### config.mk
export PLATFORM = sky130hd
export DESIGN_NAME = pe_top
export DESIGN_NICKNAME = d
export VERILOG_FILES = /design/src/design/pe_geom_pkg.sv /design/src/design/pe_ctrl_pkg.sv /design/src/design/pe_control.sv /design/src/design/weight_bank.sv /design/src/design/pe_mult_array.sv /design/src/design/coord_offset.sv /design/src/design/pe_top.sv
export SDC_FILE = /design/constraint.sdc
export NUM_CORES = 2
export LEC_CHECK = 0
export BUFFER_PORTS_ARGS = -buffer_cell sky130_fd_sc_hd__buf_2
export CORE_UTILIZATION = 30
export CTS_BUF_LIST = sky130_fd_sc_hd__clkbuf_4
export CTS_CLUSTER_SIZE = 10
export DETAILED_ROUTE_END_ITERATION = 12
export PLACE_DENSITY = 0.48
export SLEW_MARGIN = 30
export SYNTH_ARGS = -nofsm -noshare
export SYNTH_HDL_FRONTEND = slang
export SYNTH_SLANG_ARGS = --single-unit
### constraint.sdc
create_clock -name clk -period 25.6 [get_ports clk]
set_input_delay 1.28 -clock clk [delete_from_list [all_inputs] [get_ports clk]]
set_output_delay 1.28 -clock clk [all_outputs]
set_load 0.05 [all_outputs]
### src/design/pe_geom_pkg.sv
`default_nettype none

package pe_geom_pkg;

    // signed weight and feature values
    localparam int VALUE_W = 8;

    // row and column coordinates, offsets wrap at this width
    localparam int COORD_W = 8;

    // full-width signed product of two values
    localparam int PROD_W = 2 * VALUE_W;

endpackage

`default_nettype wire

### src/design/pe_ctrl_pkg.sv
`default_nettype none

package pe_ctrl_pkg;

    // feature beats per weight group
    localparam int BEAT_W = 16;

    // control states
    localparam logic ST_LOAD   = 1'b0;
    localparam logic ST_STREAM = 1'b1;

endpackage

`default_nettype wire

### src/design/pe_control.sv
`default_nettype none

module pe_control
    import pe_ctrl_pkg::*;
#(
    parameter int LANES = 4
) (
    input  wire logic                              clk,
    input  wire logic                              rst,
    input  wire logic                              weight_valid,
    input  wire logic                              feature_valid,
    input  wire logic [BEAT_W-1:0]                 feature_beats,
    output logic                                   weight_ready,
    output logic                                   feature_ready,
    output logic                                   weight_we,
    output logic [((LANES > 1) ? $clog2(LANES) : 1)-1:0] weight_slot,
    output logic                                   feature_we,
    output logic                                   out_valid
);

    localparam int SLOT_W = (LANES > 1) ? $clog2(LANES) : 1;
    localparam logic [SLOT_W-1:0] LAST_SLOT = SLOT_W'(LANES - 1);

    logic              state;
    logic [SLOT_W-1:0] slot_cnt;
    logic [BEAT_W-1:0] beat_cnt;
    logic [BEAT_W-1:0] beat_limit;
    logic [BEAT_W-1:0] beat_next;
    logic              last_slot;
    logic              last_beat;

    assign weight_ready  = (state == ST_LOAD);
    assign feature_ready = (state == ST_STREAM);

    // strobes fire only on accepted beats
    assign weight_we  = weight_valid && weight_ready;
    assign feature_we = feature_valid && feature_ready;

    assign weight_slot = slot_cnt;
    assign last_slot   = (slot_cnt == LAST_SLOT);
    assign beat_next   = beat_cnt + 1'b1;
    assign last_beat   = (beat_next == beat_limit);

    always_ff @(posedge clk or posedge rst) begin
        if (rst) begin
            state      <= ST_LOAD;
            slot_cnt   <= '0;
            beat_cnt   <= '0;
            beat_limit <= '0;
            out_valid  <= 1'b0;
        end else begin
            // results come out one cycle after acceptance
            out_valid <= feature_we;
            case (state)
                ST_LOAD: begin
                    if (weight_we) begin
                        if (last_slot) begin
                            state      <= ST_STREAM;
                            slot_cnt   <= '0;
                            beat_cnt   <= '0;
                            beat_limit <= feature_beats;
                        end else begin
                            slot_cnt <= slot_cnt + 1'b1;
                        end
                    end
                end
                ST_STREAM: begin
                    if (feature_we) begin
                        if (last_beat) begin
                            // last beat of the group returns to weight loading
                            state    <= ST_LOAD;
                            beat_cnt <= '0;
                        end else begin
                            beat_cnt <= beat_next;
                        end
                    end
                end
                default: state <= ST_LOAD;
            endcase
        end
    end

    // a zero-beat group would never leave the stream state
    a_beats_nonzero: assert property (
        @(posedge clk) disable iff (rst)
        (weight_we && last_slot) |-> (feature_beats != '0)
    ) else $error("feature_beats is zero when the weight group completes");

    // streamed beats stay below the latched group size
    a_beat_in_range: assert property (
        @(posedge clk) disable iff (rst)
        (state == ST_STREAM) |-> (beat_cnt < beat_limit)
    ) else $error("beat count %0d reached the group size %0d", beat_cnt, beat_limit);

endmodule

`default_nettype wire

### src/design/weight_bank.sv
`default_nettype none

module weight_bank
    import pe_geom_pkg::*;
#(
    parameter int LANES = 4
) (
    input  wire logic                                         clk,
    input  wire logic                                         rst,
    input  wire logic                                         weight_we,
    input  wire logic [((LANES > 1) ? $clog2(LANES) : 1)-1:0] weight_slot,
    input  wire logic [VALUE_W-1:0]                           weight_value,
    input  wire logic [COORD_W-1:0]                           weight_row,
    input  wire logic [COORD_W-1:0]                           weight_col,
    output logic [LANES*VALUE_W-1:0]                          bank_values,
    output logic [LANES*COORD_W-1:0]                          bank_rows,
    output logic [LANES*COORD_W-1:0]                          bank_cols
);

    // one entry per slot, slot 0 in the low bits
    always_ff @(posedge clk or posedge rst) begin
        if (rst) begin
            bank_values <= '0;
            bank_rows   <= '0;
            bank_cols   <= '0;
        end else if (weight_we) begin
            bank_values[weight_slot*VALUE_W +: VALUE_W] <= weight_value;
            bank_rows[weight_slot*COORD_W +: COORD_W]   <= weight_row;
            bank_cols[weight_slot*COORD_W +: COORD_W]   <= weight_col;
        end
    end

    // slot counter must stay inside the bank
    a_slot_range: assert property (
        @(posedge clk) disable iff (rst)
        weight_we |-> (weight_slot < LANES)
    ) else $error("weight write to slot %0d outside the bank", weight_slot);

endmodule

`default_nettype wire

### src/design/pe_mult_array.sv
`default_nettype none

module pe_mult_array
    import pe_geom_pkg::*;
#(
    parameter int LANES = 4
) (
    input  wire logic                              clk,
    input  wire logic                              rst,
    input  wire logic                              feature_we,
    input  wire logic [LANES*VALUE_W-1:0]          bank_values,
    input  wire logic [LANES*VALUE_W-1:0]          feature_values,
    output logic [LANES*LANES*PROD_W-1:0]          products
);

    logic signed [PROD_W-1:0] weight_ext  [LANES];
    logic signed [PROD_W-1:0] feature_ext [LANES];

    // sign-extend both operands to product width
    for (genvar i = 0; i < LANES; i++) begin : g_ext
        assign weight_ext[i]  = $signed(bank_values[i*VALUE_W +: VALUE_W]);
        assign feature_ext[i] = $signed(feature_values[i*VALUE_W +: VALUE_W]);
    end

    // entry index is slot * LANES + lane
    always_ff @(posedge clk or posedge rst) begin
        if (rst) begin
            products <= '0;
        end else if (feature_we) begin
            for (int w = 0; w < LANES; w++) begin
                for (int f = 0; f < LANES; f++) begin
                    products[(w*LANES + f)*PROD_W +: PROD_W] <=
                        weight_ext[w] * feature_ext[f];
                end
            end
        end
    end

endmodule

`default_nettype wire

### src/design/coord_offset.sv
`default_nettype none

module coord_offset
    import pe_geom_pkg::*;
#(
    parameter int LANES = 4
) (
    input  wire logic                              clk,
    input  wire logic                              rst,
    input  wire logic                              feature_we,
    input  wire logic [LANES*COORD_W-1:0]          bank_rows,
    input  wire logic [LANES*COORD_W-1:0]          bank_cols,
    input  wire logic [LANES*COORD_W-1:0]          feature_rows,
    input  wire logic [LANES*COORD_W-1:0]          feature_cols,
    output logic [LANES*LANES*COORD_W-1:0]         offset_rows,
    output logic [LANES*LANES*COORD_W-1:0]         offset_cols
);

    logic [COORD_W-1:0] row_diff [LANES*LANES];
    logic [COORD_W-1:0] col_diff [LANES*LANES];

    // feature minus weight, wraps naturally at COORD_W
    for (genvar w = 0; w < LANES; w++) begin : g_slot
        for (genvar f = 0; f < LANES; f++) begin : g_lane
            assign row_diff[w*LANES + f] = feature_rows[f*COORD_W +: COORD_W]
                                         - bank_rows[w*COORD_W +: COORD_W];
            assign col_diff[w*LANES + f] = feature_cols[f*COORD_W +: COORD_W]
                                         - bank_cols[w*COORD_W +: COORD_W];
        end
    end

    always_ff @(posedge clk or posedge rst) begin
        if (rst) begin
            offset_rows <= '0;
            offset_cols <= '0;
        end else if (feature_we) begin
            for (int i = 0; i < LANES*LANES; i++) begin
                offset_rows[i*COORD_W +: COORD_W] <= row_diff[i];
                offset_cols[i*COORD_W +: COORD_W] <= col_diff[i];
            end
        end
    end

endmodule

`default_nettype wire

### src/design/pe_top.sv
`default_nettype none

module pe_top
    import pe_geom_pkg::*;
    import pe_ctrl_pkg::*;
#(
    parameter int LANES = 4
) (
    input  wire logic                              clk,
    input  wire logic                              rst,

    // weight channel, one sparse weight per beat
    input  wire logic                              weight_valid,
    output logic                                   weight_ready,
    input  wire logic [VALUE_W-1:0]                weight_value,
    input  wire logic [COORD_W-1:0]                weight_row,
    input  wire logic [COORD_W-1:0]                weight_col,

    input  wire logic [BEAT_W-1:0]                 feature_beats,

    // feature channel, LANES sparse features per beat
    input  wire logic                              feature_valid,
    output logic                                   feature_ready,
    input  wire logic [LANES*VALUE_W-1:0]          feature_values,
    input  wire logic [LANES*COORD_W-1:0]          feature_rows,
    input  wire logic [LANES*COORD_W-1:0]          feature_cols,

    // results, no back-pressure
    output logic                                   out_valid,
    output logic [LANES*LANES*PROD_W-1:0]          products,
    output logic [LANES*LANES*COORD_W-1:0]         offset_rows,
    output logic [LANES*LANES*COORD_W-1:0]         offset_cols
);

    localparam int SLOT_W = (LANES > 1) ? $clog2(LANES) : 1;

    logic                       weight_we;
    logic [SLOT_W-1:0]          weight_slot;
    logic                       feature_we;
    logic [LANES*VALUE_W-1:0]   bank_values;
    logic [LANES*COORD_W-1:0]   bank_rows;
    logic [LANES*COORD_W-1:0]   bank_cols;

    pe_control #(.LANES(LANES)) pe_control_inst (
        .clk           (clk),
        .rst           (rst),
        .weight_valid  (weight_valid),
        .feature_valid (feature_valid),
        .feature_beats (feature_beats),
        .weight_ready  (weight_ready),
        .feature_ready (feature_ready),
        .weight_we     (weight_we),
        .weight_slot   (weight_slot),
        .feature_we    (feature_we),
        .out_valid     (out_valid)
    );

    weight_bank #(.LANES(LANES)) weight_bank_inst (
        .clk          (clk),
        .rst          (rst),
        .weight_we    (weight_we),
        .weight_slot  (weight_slot),
        .weight_value (weight_value),
        .weight_row   (weight_row),
        .weight_col   (weight_col),
        .bank_values  (bank_values),
        .bank_rows    (bank_rows),
        .bank_cols    (bank_cols)
    );

    pe_mult_array #(.LANES(LANES)) pe_mult_array_inst (
        .clk            (clk),
        .rst            (rst),
        .feature_we     (feature_we),
        .bank_values    (bank_values),
        .feature_values (feature_values),
        .products       (products)
    );

    coord_offset #(.LANES(LANES)) coord_offset_inst (
        .clk          (clk),
        .rst          (rst),
        .feature_we   (feature_we),
        .bank_rows    (bank_rows),
        .bank_cols    (bank_cols),
        .feature_rows (feature_rows),
        .feature_cols (feature_cols),
        .offset_rows  (offset_rows),
        .offset_cols  (offset_cols)
    );

endmodule

`default_nettype wire

==> impl_metrics.env <==
export IMPL_status="completed"
export IMPL_clock_latency_ns=1.36
export IMPL_r2r_end="pe_mult_array_inst.products[255]$_DFFE_PP0P_"
export IMPL_synth_edf_count=0
export IMPL_multi_input_area_sq_mm=0.04970
export IMPL_hold_class="in2async"
export IMPL_drt_initial_drc_count=3049
export IMPL_vdd_ir_drop_max_mv=0.09906
export IMPL_clockRootBuffer="clkbuf_4"
export IMPL_drt_total_wl_um=242400
export IMPL_rows=180
export IMPL_dieHeight_um=493.6
export IMPL_cp_start_kind="flop"
export IMPL_clkSlewWorstSetupHoldPaths_ns=0.07
export IMPL_dr_pass1_iters=7
export IMPL_r2r_slack_ns=20.23
export IMPL_yosysUniqueCellTypes=66
export IMPL_fin_tns_setup_ns=0
export IMPL_routabilityCongestion=0.8894
export IMPL_final_cell_mix="inv_1 (1,418), nand2_1 (1,084), fa_1 (912), ha_1 (695), buf_2 (652)"
export IMPL_cpPeakStageDelay_ns=0.82
export IMPL_setup_viol=0
export IMPL_final_common_cell="inv_1"
export IMPL_seq_power_share=0.157
export IMPL_grt_max_degree=148
export IMPL_post_route_min_period_ns=5.369
export IMPL_drive_gt1_frac=0.1275
export IMPL_fillers=24991
export IMPL_tightest_slew_ns=1.027
export IMPL_cts_tree="done"
export IMPL_crit_fanout=19
export IMPL_grt_pass1_vias=59940
export IMPL_yosysWarnings=0
export IMPL_dieArea_sq_mm=0.2436
export IMPL_nets=10318
export IMPL_switchingPower_w=0.006751
export IMPL_synth_nets=9721
export IMPL_critPathArrivalTime_ns=6.44
export IMPL_grt_ovfl_total=0
export IMPL_clk_path_buf_depth=3
export IMPL_syn_avg_cell_area_sq_um=9.091
export IMPL_grt_pass1_wl_um=370500
export IMPL_power_leakage_nw=41.53
export IMPL_ys_seq_elements=644
export IMPL_slew_headroom=0.3090
export IMPL_vias=56629
export IMPL_antenna_found_initial=51
export IMPL_pwr_share_comb=0.750
export IMPL_grt_use_total=0.2012
export IMPL_final_area_sq_mm=0.08201
export IMPL_path_cells="buf_4 > nand2_1 > fa_1 > fa_1 > inv_1 > fa_1 > inv_1 > fa_1 > inv_1 > ha_1 > or2_2 > o31a_1 > a311oi_1 > o21bai_1 > a21oi_1 > xnor2_1 > o21ai_0"
export IMPL_maxSlewViolCount=0
export IMPL_clock_skew_ns=0.1563
export IMPL_clkSinkCount=644
export IMPL_swShare=0.5602
export IMPL_critical_path_class="reg2reg"
export IMPL_core_area_sq_mm=0.2403
export IMPL_dpl_hpwl_um=184400
export IMPL_yosysSeqAreaShare=0.2223
export IMPL_port_buffers=654
export IMPL_viasPerCell=4.738
export IMPL_fp_dieW_um=493.6
export IMPL_hold_violations=0
export IMPL_start_util=0.3017
export IMPL_seqCellArea_sq_mm=0.01612
export IMPL_maxCapViolations=0
export IMPL_cp_common_cell="fa_1"
export IMPL_place_area_sq_mm=0.07903
export IMPL_r2r_start="weight_bank_inst.bank_values[29]$_DFFE_PP0P_"
export IMPL_drc=0
export IMPL_min_period_over_period=0.2097
export IMPL_instances_no_fill=11953
export IMPL_ios=655
export IMPL_syn_inst=7974
export IMPL_cts_buffers=209
export IMPL_dp_cells=11530
export IMPL_reg2reg_depth=17
export IMPL_rsz0062_at_grt="no"
export IMPL_cp_end_kind="flop"
export IMPL_crit_path_top_delay_cell="dfrtp_1"
export IMPL_p_clk_frac=0.093
export IMPL_ant_nets=0
export IMPL_synth_async_reset_ratio=1.000
export IMPL_fmax_mhz=186.2
export IMPL_h_tree_depth=4
export IMPL_syn_area_sq_mm=0.07249
export IMPL_cp_required_ns=26.68
export IMPL_area_delta_synth_final_pct=13.13
export IMPL_synthFlopType="dfrtp_1"
export IMPL_p_per_area_mw_per_mm2=146.9
export IMPL_wl_per_cell_um=20.28
export IMPL_internal_power_w=0.005300
==> cell usage after synthesis (14+ instances only) <==
library cell | count | area, sq um
o311ai_0 | 32 | 280.3
a21o_1 | 84 | 630.6
nor2b_1 | 146 | 913.4
or2_2 | 19 | 118.9
o21a_1 | 29 | 217.7
a211oi_1 | 27 | 202.7
clkbuf_1 | 319 | 1197
xor2_1 | 100 | 875.8
a21oi_1 | 140 | 700.7
buf_1 | 25 | 93.84
nand3_1 | 45 | 225.2
o211ai_1 | 29 | 217.7
a21boi_0 | 46 | 345.3
nor2_1 | 162 | 608.1
nand2b_1 | 85 | 531.8
nand2_1 | 1090 | 4091
nor3b_1 | 30 | 225.2
nand3b_1 | 26 | 195.2
dfrtp_1 | 644 | 16120
fa_1 | 912 | 18260
nor3_1 | 65 | 325.3
and2_1 | 647 | 4048
o31ai_1 | 77 | 578.1
o21ai_0 | 537 | 2688
xnor2_1 | 262 | 2295
o21bai_1 | 14 | 105.1
ha_1 | 695 | 8696
inv_1 | 1420 | 5330
mux2_2 | 27 | 304.0
a22o_1 | 97 | 849.6
o311a_1 | 23 | 230.2
==> through the flow <==
step | hold slack, ns | total power (W) | utilization | setup slack (ns)
CTS | 0.005089 | 0.01225 | 0.3405 | 20.28
finish | 0.1784 | 0.01205 | 0.3413 | 20.23
global route | -0.007686 | 0.01340 | 0.3412 | 20.00
floorplan | 0.4730 | 0.008589 | - | 6.278
detailed placement | 0.4585 | 0.01101 | 0.3289 | 19.16
global placement | 0.4535 | 0.01092 | 0.3287 | 19.14
==> area by class of cell <==
| cell class | count | share of cell area |
|---|---|---|
| Inverter | 1422 | 0.06523 |
| Clock buffer | 291 | 0.02664 |
| Antenna cell | 25 | 0.0007628 |
| Clock inverter | 92 | 0.006026 |
| Tap cell | 3185 | 0.04859 |
| Timing Repair Buffer | 743 | 0.05024 |
| Sequential cell | 644 | 0.1965 |
| Multi-Input combinational cell | 5551 | 0.6060 |
==> power groups by stage <==
stage	combinational [W]	sequential (W)	clock (W)
after global routing	0.0102	0.00194	0.00122
after detailed placement	0.00911	0.00189	0
after floorplan	0.00558	0.00301	0
after global placement	0.00903	0.00190	0
final	0.00904	0.00189	0.00112
after CTS	0.00919	0.00189	0.00117
==> registers in the layout, summed over array words and instances (netlist names), 2 cells and up <==
register and flops:
weight_bank_inst.bank_rows 32, weight_bank_inst.bank_cols 32, pe_mult_array_inst.products 256, coord_offset_inst.offset_cols 128, pe_control_inst.beat_cnt 16, coord_offset_inst.offset_rows 128, pe_control_inst.weight_slot 2, pe_control_inst.beat_limit 16
weight_bank_inst.bank_values 32
==> kinds of logic after synthesis <==
| logic type | synth area share |
|---|---|
| DFF | 0.2223 |
| muxes | 0.004194 |
| adders and majority gates | 0.3718 |
| xor gates and xnor gates | 0.04374 |
| AOI/OAI and AO/OA | 0.1035 |
| and+or+nand+nor | 0.1614 |
| buffers and inverters | 0.09306 |
==> routing by layer <==
metal / global-route usage / part of all wire / up-vias
met3: 0.05841 / 0.082 / 370
met2: 0.3279 / 0.46 / 1484
met5: 0 / 0.00085 / -
li1: - / - / 26346
met4: 0.06189 / 0.032 / 32
met1: 0.2560 / 0.42 / 28397
==> how the worst max path moves through the flow <==
stage,from,end
CTS,weight_bank_inst.bank_values[29]$_DFFE_PP0P_,pe_mult_array_inst.products[255]$_DFFE_PP0P_
floorplan,rst,coord_offset_inst.offset_cols[0]$_DFFE_PP0P_
detailed placement,feature_values[15],pe_mult_array_inst.products[223]$_DFFE_PP0P_
finish,weight_bank_inst.bank_values[29]$_DFFE_PP0P_,pe_mult_array_inst.products[255]$_DFFE_PP0P_
global route,weight_bank_inst.bank_values[29]$_DFFE_PP0P_,pe_mult_array_inst.products[255]$_DFFE_PP0P_
global placement,feature_values[15],pe_mult_array_inst.products[223]$_DFFE_PP0P_
==> worst max-delay path, delay by kind of cell (launching register included) <==
family / cells / cell delay, ns
simple gates: 2 / 0.42
xor+xnor: 1 / 0.13
fa+ha+maj: 5 / 2.30
flops: 1 / 0.82
buf+inv: 4 / 0.56
compound gates: 5 / 0.97
==> repair_timing <==
| item | 4_1_cts | 5_1_grt |
|---|---|---|
| hold buffers | 11 | 0 |
| hold endpoints to repair | 11 | 0 |
| buffers inserted | 0 | 0 |
| gates resized for setup | 0 | 0 |
Note: power is estimated with default switching activity, not from simulation.
